### src/hdl/opLoadPkg.sv
`default_nettype none

package opLoadPkg;

    // Port counts
    localparam int NUM_UOPS = 2;
    localparam int NUM_WBS = 2;
    localparam int NUM_RD_PORTS = 2 * NUM_UOPS;

    // Storage depths
    localparam int NUM_REGS = 64;
    localparam int NUM_FETCH_IDS = 16;

    // Field widths
    localparam int WORD_W = 32;
    localparam int TAG_W = 7;
    localparam int IDX_W = 6;
    localparam int SQN_W = 7;
    localparam int FETCH_ID_W = 4;
    localparam int FETCH_OFF_W = 3;
    localparam int OPCODE_W = 6;

    typedef logic [WORD_W-1:0] Word_t;

    // Bit 6 set means the low bits are a signed constant, not a register
    typedef logic [TAG_W-1:0] RegTag_t;
    typedef logic [IDX_W-1:0] RegIdx_t;

    typedef logic [SQN_W-1:0] SqN_t;
    typedef logic [FETCH_ID_W-1:0] FetchId_t;

    // Halfword offset within a fetch block
    typedef logic [FETCH_OFF_W-1:0] FetchOff_t;
    typedef logic [OPCODE_W-1:0] Opcode_t;

    // True when a is younger than b under wrapping age compare
    function automatic logic isYounger(SqN_t a, SqN_t b);
        SqN_t diff;
        diff = a - b;
        return $signed(diff) > 0;
    endfunction

    // Sign-extended small constant carried in the tag
    function automatic Word_t constFromTag(RegTag_t tag);
        return {{(WORD_W - IDX_W){tag[IDX_W-1]}}, tag[IDX_W-1:0]};
    endfunction

    function automatic logic tagIsConst(RegTag_t tag);
        return tag[TAG_W-1];
    endfunction

endpackage

`default_nettype wire

### src/hdl/loadControl.sv
`timescale 1ns/1ps
`default_nettype none

module loadControl
    import opLoadPkg::*;
(
    input  wire  clk,
    input  wire  rst,
    input  wire  inValid [NUM_UOPS],
    input  wire  stall [NUM_UOPS],
    input  wire  invalidate,
    input  SqN_t invalidateSqN,
    input  SqN_t inSqN [NUM_UOPS],
    input  SqN_t heldSqN [NUM_UOPS],
    input  wire  needsRegA [NUM_UOPS],
    input  wire  needsRegB [NUM_UOPS],
    output logic capture [NUM_UOPS],
    output logic clear [NUM_UOPS],
    output logic absorb [NUM_UOPS],
    output logic pendA [NUM_UOPS],
    output logic pendB [NUM_UOPS],
    output logic outValid [NUM_UOPS]
);

    logic kill [NUM_UOPS];

    always_comb begin
        for (int i = 0; i < NUM_UOPS; i++) begin
            capture[i] = !stall[i] && inValid[i]
                         && !(invalidate && isYounger(inSqN[i], invalidateSqN));
            // Held micro-op is squashed even while stalled
            kill[i] = outValid[i] && invalidate && isYounger(heldSqN[i], invalidateSqN);
            clear[i] = !capture[i] && (!stall[i] || kill[i]);
            absorb[i] = stall[i] && outValid[i] && !kill[i] && (pendA[i] || pendB[i]);
        end
    end

    always_ff @(posedge clk) begin
        for (int i = 0; i < NUM_UOPS; i++) begin
            if (rst) begin
                outValid[i] <= 1'b0;
                pendA[i] <= 1'b0;
                pendB[i] <= 1'b0;
            end else if (capture[i]) begin
                outValid[i] <= 1'b1;
                pendA[i] <= needsRegA[i];
                pendB[i] <= needsRegB[i];
            end else if (clear[i]) begin
                outValid[i] <= 1'b0;
                pendA[i] <= 1'b0;
                pendB[i] <= 1'b0;
            end else if (absorb[i]) begin
                pendA[i] <= 1'b0;
                pendB[i] <= 1'b0;
            end
        end
    end

endmodule

`default_nettype wire

### config.mk
export PLATFORM = sky130hd
export DESIGN_NAME = loadControl
export DESIGN_NICKNAME = d
export VERILOG_FILES = /design/src/hdl/opLoadPkg.sv /design/src/hdl/loadControl.sv
export SDC_FILE = /design/constraint.sdc
export NUM_CORES = 1
export LEC_CHECK = 0
export BUFFER_PORTS_ARGS = -buffer_cell sky130_fd_sc_hd__buf_2
export CAP_MARGIN = 20
export CORE_MARGIN = 5
export CORE_UTILIZATION = 45
export CTS_BUF_LIST = sky130_fd_sc_hd__clkbuf_16
export DETAILED_ROUTE_END_ITERATION = 7
export MAX_ROUTING_LAYER = met4
export PLACE_DENSITY = 0.86
export SETUP_SLACK_MARGIN = 0.15
export SLEW_MARGIN = 10
export SYNTH_ARGS = -nofsm -noshare
export SYNTH_HDL_FRONTEND = slang
export SYNTH_SLANG_ARGS = --single-unit
export TNS_END_PERCENT = 5
### constraint.sdc
create_clock -name clk -period 5 [get_ports clk]
set_input_delay 1 -clock clk [delete_from_list [all_inputs] [get_ports clk]]
set_output_delay 1 -clock clk [all_outputs]
set_load 0.05 [all_outputs]
==> key figures <==
Clock network
  – Number of buffers added for setup after CTS: 0
  – Post-CTS sizing: 0
  – Post-CTS Hold Buffers: 0
  – Cts bufs inserted: 3
  – CTS H-Tree Depth: 1
  – Worst skew pair latency: 0.23 ns
  – CTS tree: done
  – Reg clk slew, reported paths: 0.03 ns
  – CTS Buffer Depth: 2
  – Root Buffer: clkbuf_16
  – Clk sink count: 6

Power and ir drop
  – Psw: 0.0001259 W
  – Clock power frac: 36.5%
  – Switching Fraction: 35.60%
  – Cell internal pwr: 0.0002277 W
  – Power per standard cell area: 200.4 mW/mm^2
  – Register share of total power: 14.8%
  – IR drop worst, VDD: 153.1 uV
  – Leak Pwr: 0.9141 nW
  – Combinational Power Share: 48.7%

Route
  – DRC Markers: 0
  – Vias/cell: 5.492
  – Via Count: 1461
  – Final WL: 3557 um
  – WL per Instance: 13.37 um
  – 1st-pass router iterations: 4
  – Initial drt markers: 51
  – Antenna-violating nets left: 0

Layout
  – Layout area overhead: 29.48%
  – Final std cells w/o fill: 266
  – Commonest non-fill, non-tap cell in the layout: buf_2
  – Filler instances: 278
  – Nets: 309
  – Most frequent cells in the layout: buf_2, inv_1, ha_1, a21oi_1
  – Layout cell share with drive strength beyond 1: 27.04%
  – Antenna diodes: 0

Die
  – Die footprint: 0.004228 sq mm
  – I/O pin count: 58
  – Core ar.: 0.002978 sq mm
  – Die height: 65.03 um
  – Die Width: 65.03 um
  – Row count: 20
  – Initial Utilization: 45.76%

Flow run
  – Max cap viols: 0

Setup path
  – Required time of the critical path: 4.00 ns
  – Worst setup EP type: output pin
  – Max Fanout on Critical Path: 8
  – Crit. Startpoint: invalidateSqN[1]
  – RR Endpoint: outValid[1]
  – Worst setup path endpoint: clear[1]
  – Startpoint Class: primary input
  – R2R cell count: 3
  – Worst r2r src: outValid[1]
  – WP data arrival: 3.28 ns
  – Worst R2R Setup Slack: 4.15 ns
  – Path type of the worst setup path: primary input to output pin

STA
  – Period utilisation layout: 85.58%
  – RSZ-0062 raised after global routing: no
  – Max Transition Viols Final: 0
  – Final TNS setup: 0 ns
  – Final setup viols: 0
  – Slew HR: 75.23%
  – Slew @ Worst Pin: 0.3622 ns
  – Skew final: 0.00008205 ns
  – Fin. Hold Viols: 0
  – FMAX: 233.7 MHz
  – Min Tclk post-route: 4.279 ns

Synth
  – Synth area leader: ha_1
  – Total number of yosys warnings: 0
  – Synth top area cells: ha_1, dfxtp_1, inv_1
  – Synth Net Count: 247
  – Synth cell types: 43
  – Post-synth top flop: dfxtp_1
  – Synth Area per Inst: 7.876 sq um
  – Synth Register Bits: 6
  – Post-synth top area share: 22.04%
  – Netlist Area Pre-Place: 0.001363 sq mm
  – EDFF count, synth: 0
  – Register area share after synthesis: 8.815%
  – Cells after synthesis: 173
  – Async S/R FF share, synth: 0%

Global routing
  – Largest net degree at the start of global routing: 9
  – Global-route wire length before repair: 6072 um
  – Grt ovf: 0
  – Antenna violations before repair: 0
  – Tot GR Track Use: 18.30%
  – Vias in the first global route: 1472

Placed design
  – GP Congestion: 0.9025
  – Placed wire-length estimate: 3004 um
  – PortBufs: 57
  – Dpl cells: 263

Min path
  – Hold Path Class: register to register

Run status
  – Run status: complete, no violations
## registers in the layout, summed over array words and instances (netlist names)
signal and cells:
pendA 2, pendB 2, outValid 2
## worst min path at each step
stage,slack (ns),startpoint,depth (start not counted),endpoint
floorplan,0.67,pendB[0],2,pendB[0]
global route,0.50,pendB[0],2,pendB[0]
finish,0.47,pendB[0],2,pendB[0]
CTS,0.47,pendB[0],2,pendB[0]
detailed placement,0.47,pendB[0],2,pendB[0]
global placement,0.46,pendB[0],2,pendB[0]
## critical path, cell delays in order
cell	delay, ns
buf_2	0.08
inv_1	0.17
fa_1	0.50
a21o_1	0.18
a21oi_1	0.20
mux2i_1	0.22
a211oi_1	0.08
o31ai_1	0.30
a21boi_0	0.24
buf_2	0.30
## Yosys cell counts (4+ instances only)
cell type	count
dfxtp_1	6
xnor2_1	7
nand3b_1	5
nand2_1	9
nor2b_1	5
nand4_1	5
nor2_1	9
a211oi_1	4
a21oi_1	11
inv_1	25
ha_1	24
fa_1	4
xor2_1	5
a21o_1	6
## logic make-up (layout without fill, tap and decap cells)
group	count (synthesis)	count (layout)	share of synthesized area (%)
AOI/OAI and AO/OA	54	54	28.47
xor gates and xnor gates	12	12	7.713
adders and majority gates	28	28	27.92
buffers and inverters	25	85	6.887
muxes	3	3	2.204
and+or+nand+nor	45	45	18.00
DFF	6	6	8.816
## routing by layer
metal  track usage [%]  vias up  wire length [um]  part of all wire [%]
met5                 -        -                 0                     0
met4             7.772        0                93                   2.6
met3             3.986       11               247                   6.9
met2             29.25       47              1656                    47
met1             22.25      635              1560                    44
li1                  -      768                 -                     -
## per-stage QoR
step / setup slack, ns / area, sq um / util, % / hold WS, ns / total power, W
after floorplan: 0.3003 / 1363 / - / 0.6708 / 0.0001767
final: 0.7212 / 1764 / 59.24 / 0.4705 / 0.0003536
after global routing: 0.4828 / 1764 / 59.24 / 0.4991 / 0.0003840
after CTS: 0.7395 / 1764 / 59.24 / 0.4707 / 0.0003553
after global placement: 0.7839 / 1689 / 56.72 / 0.4617 / 0.0002210
after detailed placement: 0.7285 / 1689 / 56.72 / 0.4661 / 0.0002244
## power groups by stage
stage / clock network [W] / registers, W / logic (W)
2_1_floorplan: 0 / 0.0000609 / 0.000116
3_3_place_gp: 0 / 0.0000529 / 0.000168
3_5_place_dp: 0 / 0.0000530 / 0.000171
4_1_cts: 0.000131 / 0.0000523 / 0.000172
5_1_grt: 0.000137 / 0.0000527 / 0.000194
6_report: 0.000129 / 0.0000524 / 0.000172
## layout make-up
class                      count  area, sq um  area share (%)
clock buffer                   3        75.07           4.255
multi-input combinational    142         1149           65.11
sequential                     6        120.1           6.809
tap                           33        41.29           2.340
inverter                      25        93.84           5.319
timing repair buffer          57        285.3           16.17
Power figures use the tool's default switching activity.
