===== src/hdl/opLoadPkg.sv =====
`default_nettype none

package opLoadPkg;

    // Port counts
    localparam int NUM_UOPS = 2;
    localparam int NUM_WBS = 2;
    localparam int NUM_RD_PORTS = 2 * NUM_UOPS;

    // Storage depths
    localparam int NUM_REGS = 64;
    localparam int NUM_FETCH_IDS = 16;

    // Field widths
    localparam int WORD_W = 32;
    localparam int TAG_W = 7;
    localparam int IDX_W = 6;
    localparam int SQN_W = 7;
    localparam int FETCH_ID_W = 4;
    localparam int FETCH_OFF_W = 3;
    localparam int OPCODE_W = 6;

    typedef logic [WORD_W-1:0] Word_t;

    // Bit 6 set means the low bits are a signed constant, not a register
    typedef logic [TAG_W-1:0] RegTag_t;
    typedef logic [IDX_W-1:0] RegIdx_t;

    typedef logic [SQN_W-1:0] SqN_t;
    typedef logic [FETCH_ID_W-1:0] FetchId_t;

    // Halfword offset within a fetch block
    typedef logic [FETCH_OFF_W-1:0] FetchOff_t;
    typedef logic [OPCODE_W-1:0] Opcode_t;

    // True when a is younger than b under wrapping age compare
    function automatic logic isYounger(SqN_t a, SqN_t b);
        SqN_t diff;
        diff = a - b;
        return $signed(diff) > 0;
    endfunction

    // Sign-extended small constant carried in the tag
    function automatic Word_t constFromTag(RegTag_t tag);
        return {{(WORD_W - IDX_W){tag[IDX_W-1]}}, tag[IDX_W-1:0]};
    endfunction

    function automatic logic tagIsConst(RegTag_t tag);
        return tag[TAG_W-1];
    endfunction

endpackage

`default_nettype wire


===== src/hdl/pcFile.sv =====
`timescale 1ns/1ps
`default_nettype none

module pcFile
    import opLoadPkg::*;
(
    input  wire       clk,
    input  wire       pcWrite,
    input  FetchId_t  pcWriteId,
    input  Word_t     pcWriteBase,
    input  FetchOff_t pcWriteBranchPos,
    input  wire       pcWritePredicted,
    input  wire       pcWriteTaken,
    input  FetchId_t  rdId [NUM_UOPS],
    output Word_t     rdBase [NUM_UOPS],
    output FetchOff_t rdBranchPos [NUM_UOPS],
    output logic      rdPredicted [NUM_UOPS],
    output logic      rdTaken [NUM_UOPS]
);

    Word_t     baseMem [NUM_FETCH_IDS];
    FetchOff_t branchPosMem [NUM_FETCH_IDS];
    logic      predictedMem [NUM_FETCH_IDS];
    logic      takenMem [NUM_FETCH_IDS];

    always_ff @(posedge clk) begin
        if (pcWrite) begin
            baseMem[pcWriteId] <= pcWriteBase;
            branchPosMem[pcWriteId] <= pcWriteBranchPos;
            predictedMem[pcWriteId] <= pcWritePredicted;
            takenMem[pcWriteId] <= pcWriteTaken;
        end
    end

    // One synchronous read per issue port
    always_ff @(posedge clk) begin
        for (int i = 0; i < NUM_UOPS; i++) begin
            rdBase[i] <= baseMem[rdId[i]];
            rdBranchPos[i] <= branchPosMem[rdId[i]];
            rdPredicted[i] <= predictedMem[rdId[i]];
            rdTaken[i] <= takenMem[rdId[i]];
        end
    end

endmodule

`default_nettype wire


===== config.mk =====
export PLATFORM = sky130hd
export DESIGN_NAME = pcFile
export DESIGN_NICKNAME = d
export VERILOG_FILES = /design/src/hdl/opLoadPkg.sv /design/src/hdl/pcFile.sv
export SDC_FILE = /design/constraint.sdc
export NUM_CORES = 1
export LEC_CHECK = 0
export BUFFER_PORTS_ARGS = -buffer_cell sky130_fd_sc_hd__buf_2
export CORE_MARGIN = 8
export CORE_UTILIZATION = 48
export CTS_CLUSTER_SIZE = 16
export DETAILED_ROUTE_END_ITERATION = 6
export PLACE_DENSITY_LB_ADDON = 0.12
export REMOVE_ABC_BUFFERS = 1
export SETUP_SLACK_MARGIN = 0.1
export SLEW_MARGIN = 0
export SYNTH_ARGS = -nofsm -noshare
export SYNTH_HDL_FRONTEND = slang
export SYNTH_SLANG_ARGS = --single-unit

===== constraint.sdc =====
create_clock -name clk -period 5.8 [get_ports clk]
set_input_delay 1.16 -clock clk [delete_from_list [all_inputs] [get_ports clk]]
set_output_delay 1.16 -clock clk [all_outputs]
set_load 0.005 [all_outputs]

==> results.md <==
Placed design:
- Once detailed placement completed, the half-perimeter wirelength came to 37,800 um.
- The congestion estimate from routability-driven global placement came to 0.728.
- Buffers placed on the I/O ports in this run total 124.
- The number of cells after detailed placement is 2,142.

Pwr:
- For this design the ratio of total power to cell area is 343 mW/mm2.
- The internal portion of the total power is 8.67 mW.
- The net switching fraction of the power is 21.1%.
- The clock network fraction of total power is 43.6%.
- IR analysis of the VDD net gives a maximum drop of 0.000223 V.
- Summed over all nets, the switching power comes to 2.32 mW.
- The share of total power dissipated in combinational logic is 7.0%.
- The total power is 11.0 mW.
- Per report_power, the sequential group accounts for 49.4% of the total.
- In this run the static leakage power is 10.5 nW.

Route:
- The number of iterations in the first detailed-routing pass is 5.
- The number of vias per cell is 6.44.
- The DRC violation count after routing is 0.
- The starting DRC count in detailed routing is 1,596.
- The routed layout has 14,700 vias.
- The per-cell routed wire length is 31.5 um.
- The count of nets left with antenna violations after detail routing is 0.
- Summed over all layers, the routed wires come to 71,700 um.

Yosys:
- Counting flops and latches in the post-synthesis netlist gives 666.
- The distinct cell type count after synthesis is 18.
- Summing the sequential cell areas from Yosys gives 68.8% of the chip area.
- In this run the mean area of a mapped cell was 21.4 um2.
- After synthesis, the cell types taking the most area are edfxtp_1 (63%), mux4_2 (24%), dfxtp_1 (5.3%).
- The cell count after synthesis is 1,311.
- The cell taking the most area after synthesis is edfxtp_1.
- The number of warnings printed during yosys synthesis is 0.
- The synthesized design devotes to its leading area cell type 63.5% of total area.
- The area of the mapped netlist is 0.0280 mm2.

Critical path:
- The worst register-to-register path has a depth of 3.
- STA puts the critical path data required time at 6.05 ns.
- The worst register-to-register path has a setup slack of 4.34 ns.
- The launch point of the worst reg-to-reg path is baseMem[2][4].
- The maximum net fanout on the critical path is 24.
- The critical setup path kind is input port to flop.
- The startpoint kind of the worst setup timing path is an input port.
- The critical path endpoint category is a flop.
- STA puts the critical path data arrival time at 3.10 ns.
- The endpoint identified for the worst register-to-register timing path is rdBase[4].

Clock network:
- Clock latency on the worst-skew pair, taken at its later pin, is 0.61 ns.
- The quantity of gates resized following cts is 0.
- Clock tree synthesis selected as its root buffer the cell clkbuf_16.
- The total of hold buffers inserted after clock tree synthesis is 0.
- For this design, the sink count on the clock tree is 666.
- The H-tree depth is 3.
- The post-CTS repair timing setup buffer count is 0.
- Counting the buffers created by CTS gives 73.
- The TritonCTS clock tree is built.
- After clock tree synthesis, the clock-pin slew on the worst setup and hold paths is 0.06 ns.
- The maximum root-to-sink buffer count is 3.

Floorplanning:
- The initial cell density of the core is 48.5%.
- The floorplan die area is 0.0663 mm2.
- The region available for standard cell placement spans 0.0577 mm2.
- The die is 258 um tall.
- The die is 258 um wide.
- The count of boundary I/O pins is 125.
- The number of placement rows is 88.

Final layout:
- The non-filler instance count after layout is 2,278.
- After filler insertion, the fill cell instance count of the layout stands at 4,392.
- From synthesis to final layout, the design area changed by 14.5%.
- The fraction of final layout cells sized beyond drive strength 1 is 38.8%.
- The net total in the final layout is 1,503.

Min path:
- The worst hold path passes through 3 cells.
- The worst hold path belongs to the class flop to flop.
- The startpoint of the tightest hold check path is baseMem[14][5].
- The worst hold path terminates at rdBase[37].

GRT:
- The number of antenna violations at the first check in global routing is 2.
- After global routing the overflow that remains totals 0.
- The wire length of the first global-routing pass is 105,000 um.
- The via count of the first global-routing pass is 15,900.
- The largest net degree at the start of global routing is 76.
- Global routing consumed, over all layers together, 21.6% of the routing resources.

Flow run:
- Across the run, the number of max-cap violations was 0.

Timing:
- The final-report hold violation count is 0.
- The tightest hold path in the finished design has a slack of 0.686 ns.
- Setup violations remaining at the end of the flow were counted as 0.
- Dividing the final minimum period by the clock period gives 49.1%.
- Setup total negative slack on the finished layout was measured at 0 ns.
- The final number of max-transition violations is 0.
- The worst slew margin relative to its limit is 19.4%.
- The setup skew after layout is 0.0160 ns.
- The routed design could run at a clock period as short as 2.85 ns.
- The maximum operating frequency is 0.351 GHz.
- Setup repair after global routing left no endpoint under its margin.
- For the pin with the worst max-slew slack, the measured transition is 1.21 ns.

Status:
- The run finished with clean final reports.
==> power groups by stage <==
stage          sequential (mW)  clock (mW)  combinational [mW]
3_5_place_dp              5.53           0               0.786
3_3_place_gp              5.52           0               0.782
5_1_grt                   5.44        5.06               0.830
4_1_cts                   5.43        4.88               0.788
2_1_floorplan             5.52           0               0.369
6_report                  5.43        4.79               0.775
==> metrics by stage <==
stage,instance area (um2),utilization (%),setup WS (ns)
3_5_place_dp,29600,51.3,2.30
3_3_place_gp,29600,51.3,2.32
6_report,32100,55.6,2.95
4_1_cts,32100,55.6,2.92
5_1_grt,32100,55.6,2.80
2_1_floorplan,27500,-,1.11
==> registers in the layout, summed over array words and instances (netlist names) <==
| name | count |
|---|---|
| predictedMem | 16 |
| rdBase | 64 |
| rdTaken | 2 |
| takenMem | 16 |
| rdBranchPos | 6 |
| branchPosMem | 48 |
| baseMem | 512 |
| rdPredicted | 2 |
==> synth_stat cells <==
| master | n |
|---|---|
| a22oi_1 | 148 |
| and2_1 | 2 |
| buf_1 | 17 |
| buf_2 | 10 |
| buf_4 | 14 |
| buf_6 | 14 |
| clkbuf_1 | 41 |
| dfxtp_1 | 74 |
| edfxtp_1 | 592 |
| mux4_2 | 296 |
| nand2_1 | 75 |
| nand2b_1 | 2 |
| nand3_1 | 1 |
| nand3b_1 | 2 |
| nor2_1 | 14 |
| nor2b_1 | 4 |
| nor3_1 | 4 |
| or3b_2 | 1 |
==> worst max path at each step <==
stage | startpoint | to | slack, ns | cells past startpoint
2_1_floorplan | pcWriteId[3] | baseMem[0][0] | 1.11 | 2
3_3_place_gp | rdId[0] | rdBase[0] | 2.32 | 5
3_5_place_dp | pcWriteId[0] | baseMem[6][17] | 2.30 | 4
4_1_cts | pcWriteId[0] | baseMem[10][8] | 2.92 | 4
5_1_grt | rdId[0] | rdBase[0] | 2.80 | 5
6_report | pcWriteId[2] | baseMem[10][8] | 2.95 | 4
==> final cells by class <==
type	count	area (um2)	share of cell area (%)
Sequential cell	666	19300	60.1
Multi-Input combinational cell	549	8370	26.1
Clock buffer	109	2110	6.57
Timing Repair Buffer	162	988	3.08
Clock inverter	25	380	1.19
Tap cell	765	957	2.99
Antenna cell	2	5.00	0.0156
==> routing by layer <==
metal / vias up / global-route usage (%) / share of wire (%)
met5: - / 0 / 0
met4: 0 / 7.30 / 2.7
met3: 124 / 4.62 / 8.7
met2: 674 / 34.4 / 48
met1: 7887 / 29.7 / 40
li1: 5996 / - / -
==> worst max-delay path, cell delays in order <==
cell	delay (ns)
buf_2	0.12
nand3b_1	0.37
nor2_4	0.95
buf_4	0.49
==> cells in the final DEF, fill, tap and decap left out, types with 6 or more instances in the layout <==
cell	netlist	routed
dfxtp_1	74	74
edfxtp_1	592	592
nand2_1	75	75
mux4_2	296	296
buf_2	10	120
clkbuf_16	0	77
clkbuf_8	0	6
clkbuf_1	41	26
buf_4	14	34
clkinv_2	0	8
a22oi_1	148	148
nor2_4	0	14
bufinv_16	0	10
==> cells by family (layout without fill, tap and decap cells) <==
family	after synthesis	in the layout	synth area share (%)
compound gates	148	148	3.97
buf+inv	96	296	1.89
flops	666	666	68.8
mux	296	296	23.8
other cells	0	2	0
simple gates	105	105	1.55
Power figures use the tool's default switching activity.
