`src/hdl/opLoadPkg.sv`:
```
`default_nettype none

package opLoadPkg;

    // Port counts
    localparam int NUM_UOPS = 2;
    localparam int NUM_WBS = 2;
    localparam int NUM_RD_PORTS = 2 * NUM_UOPS;

    // Storage depths
    localparam int NUM_REGS = 64;
    localparam int NUM_FETCH_IDS = 16;

    // Field widths
    localparam int WORD_W = 32;
    localparam int TAG_W = 7;
    localparam int IDX_W = 6;
    localparam int SQN_W = 7;
    localparam int FETCH_ID_W = 4;
    localparam int FETCH_OFF_W = 3;
    localparam int OPCODE_W = 6;

    typedef logic [WORD_W-1:0] Word_t;

    // Bit 6 set means the low bits are a signed constant, not a register
    typedef logic [TAG_W-1:0] RegTag_t;
    typedef logic [IDX_W-1:0] RegIdx_t;

    typedef logic [SQN_W-1:0] SqN_t;
    typedef logic [FETCH_ID_W-1:0] FetchId_t;

    // Halfword offset within a fetch block
    typedef logic [FETCH_OFF_W-1:0] FetchOff_t;
    typedef logic [OPCODE_W-1:0] Opcode_t;

    // True when a is younger than b under wrapping age compare
    function automatic logic isYounger(SqN_t a, SqN_t b);
        SqN_t diff;
        diff = a - b;
        return $signed(diff) > 0;
    endfunction

    // Sign-extended small constant carried in the tag
    function automatic Word_t constFromTag(RegTag_t tag);
        return {{(WORD_W - IDX_W){tag[IDX_W-1]}}, tag[IDX_W-1:0]};
    endfunction

    function automatic logic tagIsConst(RegTag_t tag);
        return tag[TAG_W-1];
    endfunction

endpackage

`default_nettype wire

```
`src/hdl/uopLatch.sv`:
```
`timescale 1ns/1ps
`default_nettype none

module uopLatch
    import opLoadPkg::*;
(
    input  wire       clk,
    input  wire       capture,
    input  wire       clear,
    input  wire       absorb,
    input  Word_t     inImm,
    input  SqN_t      inSqN,
    input  RegTag_t   inTagDst,
    input  Opcode_t   inOpcode,
    input  FetchOff_t inFetchOffs,
    input  wire       inCompressed,
    input  Word_t     valA,
    input  Word_t     valB,
    input  Word_t     rdDataA,
    input  Word_t     rdDataB,
    input  Word_t     rdBase,
    input  FetchOff_t rdBranchPos,
    input  wire       rdPredicted,
    input  wire       rdTaken,
    input  wire       pendA,
    input  wire       pendB,
    output Word_t     outSrcA,
    output Word_t     outSrcB,
    output Word_t     outImm,
    output Word_t     outPc,
    output SqN_t      outSqN,
    output RegTag_t   outTagDst,
    output Opcode_t   outOpcode,
    output logic      outPredicted,
    output logic      outTaken,
    output SqN_t      heldSqN
);

    Word_t     srcA;
    Word_t     srcB;
    SqN_t      sqN;
    FetchOff_t fetchOffs;
    logic      compressed;
    Word_t     pcReg;
    logic      predReg;
    logic      takenReg;

    // High in the cycle the PC-file data belongs to the held micro-op
    logic      pcPend;

    Word_t     pcNew;
    logic      branchHere;

    assign pcNew = {rdBase[WORD_W-1:FETCH_OFF_W+1], fetchOffs, 1'b0}
                   - (compressed ? Word_t'(0) : Word_t'(2));
    assign branchHere = (fetchOffs == rdBranchPos);

    always_ff @(posedge clk) begin
        pcPend <= capture;
        if (capture) begin
            srcA <= valA;
            srcB <= valB;
            outImm <= inImm;
            sqN <= inSqN;
            outTagDst <= inTagDst;
            outOpcode <= inOpcode;
            fetchOffs <= inFetchOffs;
            compressed <= inCompressed;
        end else if (absorb) begin
            if (pendA) srcA <= rdDataA;
            if (pendB) srcB <= rdDataB;
        end
        // First stall cycle after capture
        if (pcPend && !capture && !clear) begin
            pcReg <= pcNew;
            predReg <= rdPredicted && branchHere;
            takenReg <= rdTaken && branchHere;
        end
    end

    assign outSrcA = pendA ? rdDataA : srcA;
    assign outSrcB = pendB ? rdDataB : srcB;
    assign outPc = pcPend ? pcNew : pcReg;
    assign outPredicted = pcPend ? (rdPredicted && branchHere) : predReg;
    assign outTaken = pcPend ? (rdTaken && branchHere) : takenReg;
    assign outSqN = sqN;
    assign heldSqN = sqN;

endmodule

`default_nettype wire

```
`config.mk`:
```
export PLATFORM = sky130hd
export DESIGN_NAME = uopLatch
export DESIGN_NICKNAME = d
export VERILOG_FILES = /design/src/hdl/opLoadPkg.sv /design/src/hdl/uopLatch.sv
export SDC_FILE = /design/constraint.sdc
export NUM_CORES = 1
export LEC_CHECK = 0
export ABC_AREA = 1
export BUFFER_PORTS_ARGS = -buffer_cell sky130_fd_sc_hd__buf_4
export CAP_MARGIN = 10
export CORE_AREA = 2 2 149 151
export CTS_BUF_LIST = sky130_fd_sc_hd__clkbuf_16
export DETAILED_ROUTE_END_ITERATION = 10
export DIE_AREA = 0 0 151 153
export HOLD_SLACK_MARGIN = 0.05
export PLACE_DENSITY = 0.65
export SYNTH_ARGS = -nofsm -noshare
export SYNTH_HDL_FRONTEND = slang
export SYNTH_SLANG_ARGS = --single-unit
```
`constraint.sdc`:
```
create_clock -name clk -period 4.8 [get_ports clk]
set_input_delay 0.48 -clock clk [delete_from_list [all_inputs] [get_ports clk]]
set_output_delay 0.48 -clock clk [all_outputs]
set_load 0.02 [all_outputs]
```
==> results by group <==
Status
  – Status: complete, no violations

Place
  – Detailed Place HPWL: 17600 µm
  – Pre-CTS WS: ~2200 ps
  – Gpl congestion: 0.871
  – IO buf count: 378

Pwr
  – Sw power: about 1100 µW
  – Internal: 2680 µW
  – P per Cell Area: ~330 nW/µm²
  – Logic pwr share: between 20% and 30%
  – Sw Share: 29.5%
  – Clk pwr share: a little under two fifths
  – Peak supply drop: between 0.2 and 0.25 mV
  – Share of power burned in registers: 43.0%
  – Static leakage: roughly 0.0053 µW

Worst setup path
  – Cell Chain, Critical Path: inv_1 > ha_1 > ha_1 > nand3_4 > nor2_4 > nand2_1 > xnor2_1 > nand2_1 > nand2_1 > buf_4
  – CP startpoint kind: register
  – CP max stage delay: 400 ps
  – Family with the most delay on the worst path: simple AND/OR/NAND/NOR gates
  – Arr. time, crit path: approximately 2400 ps
  – Crit end category: primary output
  – Slowest CP cell: edfxtp_1
  – Critical path peak fanout: 4
  – CP Class: reg2out
  – Cell mode on critical path: nand2_1
  – Worst Path Buf+Inv: 2
  – WP data required: 4320 ps

Timing
  – Min Tclk post-route: approximately 2900 ps
  – Fmax: ~0.35 GHz
  – Final worst-path cycle share: 60.1%
  – Final hold vios: 0
  – Clock Skews: roughly 8.6 ps
  – Setup repair after global routing missed its margin: false
  – Tightest Pin Transition: 1150 ps
  – Final setup fails: 0
  – Final setup margin: 1910 ps
  – Rel. slew slack: 23.2%
  – Final Slew Violations: 0
  – Fin Setup TNS: 0 ps

Logic synthesis
  – Post-synthesis cell count: ~740
  – Synth Net Count: 970
  – Unique masters post-synth: 34
  – Avg Cell Area, Syn: 10.4 µm²
  – Seq/Total Area, Yosys: 59.9%
  – Register bit total from synthesis: 154
  – Yosys Warn Count: 0
  – Mapped Area: 7700 µm²

Routing
  – DRC Markers: 0
  – 1st-iter DRT viols: about 270
  – Vias per cell: about 4.6
  – Routed Wire Length: 23200 µm
  – Drt wl/cell: 16.6 µm
  – Drt first pass iters: 4
  – Detailed-route via count: about 6400
  – Detail Route Antenna Nets: 0

CTS
  – Hold buffer count at CTS: 0
  – Clock Latency Late Sink: 420 ps
  – Clock Root Buffer: clkbuf_16
  – Clock Path Buffers: 2
  – Setup repair bufs after CTS: 0
  – Clock sink count: 154
  – CTS tree: built
  – Htree depth: 4
  – CTS Buf Count: 17
  – Post-cts sizing count: 0
  – Worst-path clk slew: around 80 ps

Cells and area
  – Fraction of layout instances using a drive strength above 1: 44.2%
  – Multi-input logic area: around 2800 µm²
  – FILL cells: 1986
  – NumNets Final: between 1000 and 1500
  – Area grow syn2layout: 47.9%
  – Total inserted antenna cells: 0
  – Reg area: 4610 µm²

Hold path
  – Worst hold path class: in2reg

Global route
  – Gr usage total: 19.4%
  – First-pass GRT wire length: approximately 34000 µm
  – Grt total ovfl: 0
  – Initial antenna violation count: 1
  – Largest net degree at the start of global routing: 65
  – Number of global-route vias before repair: 6158

Floorplan
  – Initial Utilization: 35.8%
  – Site Rows: 54
  – Die height: 153 µm
  – Die ar.: 23100 µm²
  – Die X: about 150 µm
  – Area of the core: 21500 µm²
  – IO Pins: 384

Run
  – Maximum Capacitance Violations: 0
-- per-layer routing --
| metal | track usage [%] | vias to the layer above | routed length (µm) | share of wire [%] |
|---|---|---|---|---|
| li1 | - | 3196 | - | - |
| met1 | 23.6 | 2923 | 9490 | 41 |
| met2 | 32.8 | 230 | 11300 | 49 |
| met3 | 6.09 | 28 | 1940 | 8.3 |
| met4 | 6.01 | 2 | 456 | 2.0 |
| met5 | 0 | - | 16 | 0.069 |
-- Yosys cell counts --
cell type  instances  share of area [%]
nand3_1           16                1.0
xnor2_2            5                1.1
nand3b_1           2               0.19
nand4_1            4               0.32
clkinv_1           1              0.049
buf_2              9               0.58
buf_1              8               0.39
inv_1             22                1.1
ha_1               2               0.32
a31oi_1            4               0.32
nor2_8             2               0.52
or2_2              1              0.081
nor2_1            48                2.3
nor2_2             6               0.49
clkbuf_1          11               0.54
edfxtp_1         153                 60
and2_1             8               0.65
mux2_2            48                7.0
o21bai_1           5               0.49
nor2_4             4               0.58
o21ai_0            3               0.19
inv_2              3               0.15
nand3_4            2               0.45
mux2_1            16                2.3
nor3_1             1              0.065
nand2_2            5               0.41
o21ai_1            3               0.19
nand2_4            3               0.44
xor2_1             5               0.57
buf_4              8               0.78
nand2_1          327                 16
xnor2_1            4               0.45
conb_1             1              0.049
dfxtp_1            1               0.26
-- state kept, by name (all words and copies together) (netlist names) --
name	count
fetchOffs	3
outImm	32
compressed	1
outOpcode	6
srcB	32
pcPend	1
takenReg	1
outTagDst	7
srcA	32
pcReg	31
heldSqN	7
predReg	1
-- cell usage in the layout (no fill, tap or decap), types with 2 or more instances in the layout --
master | Yosys | final
a31oi_1 | 4 | 4
and2_1 | 8 | 8
buf_4 | 8 | 383
clkbuf_16 | 0 | 17
clkinv_8 | 0 | 7
edfxtp_1 | 153 | 153
ha_1 | 2 | 2
inv_1 | 22 | 22
inv_12 | 0 | 3
inv_2 | 3 | 3
inv_6 | 0 | 3
mux2_1 | 16 | 16
mux2_2 | 48 | 48
nand2_1 | 327 | 327
nand2_2 | 5 | 5
nand2_4 | 3 | 3
nand3_1 | 16 | 16
nand3_4 | 2 | 2
nand3b_1 | 2 | 2
nand4_1 | 4 | 4
nor2_1 | 48 | 48
nor2_2 | 6 | 6
nor2_4 | 4 | 4
nor2_8 | 2 | 2
o21ai_0 | 3 | 3
o21ai_1 | 3 | 3
o21bai_1 | 5 | 5
xnor2_1 | 4 | 4
xnor2_2 | 5 | 5
xor2_1 | 5 | 5
-- area by class of cell --
| type | count | share of cell area (%) |
|---|---|---|
| clock buffer | 17 | 3.73 |
| clock inverter | 15 | 1.83 |
| inverter | 26 | 0.857 |
| multi-input combinational | 525 | 24.7 |
| sequential | 154 | 40.5 |
| tap | 280 | 3.08 |
| timing repair buffer | 383 | 25.2 |
-- per-stage QoR --
step	util (%)	power, µW	std cells	hold slack (ps)	area (µm²)
final	53.0	3800	1400	221	11400
after global routing	53.0	3950	1400	188	11400
after global placement	50.1	2420	1368	625	10800
after CTS	53.0	3840	1400	198	11400
after detailed placement	50.1	2430	1368	633	10800
after floorplan	-	2030	741	508	7700
-- worst register-to-register path, stage by stage (launching register included) --
cell and delay [ps]:
dfxtp_1 310, buf_4 350, inv_1 560, nor3_2 530, buf_4 460
-- final timing paths --
| kind | startpoint | end | slack [ps] | cells after the start |
|---|---|---|---|---|
| min reg2reg | srcB[18] | srcB[18] | 650 | 3 |
| min | inImm[22] | outImm[22] | 220 | 1 |
| max | fetchOffs[0] | outPc[15] | 1910 | 10 |
| max reg2reg | pcPend | pcReg[10] | 2230 | 4 |
-- power by group through the flow --
stage	sequential (µW)	clock [µW]	combinational (µW)
floorplan	1700	0	330
global placement	1660	0	761
detailed placement	1660	0	768
CTS	1630	1440	770
global route	1640	1500	818
finish	1630	1400	761
-- kinds of logic (layout without fill, tap and decap cells) --
group	Yosys count	in the layout	synth area share [%]
other	1	1	0.0487
multiplexers	64	64	9.36
XOR/XNOR	14	14	2.08
AND/OR/NAND/NOR	429	429	23.5
adder cells (fa/ha/maj)	2	2	0.325
buffers and inverters	62	441	3.56
AO/OA/AOI/OAI	15	15	1.20
flip-flops	154	154	59.9
(Power assumes the default switching activity.)
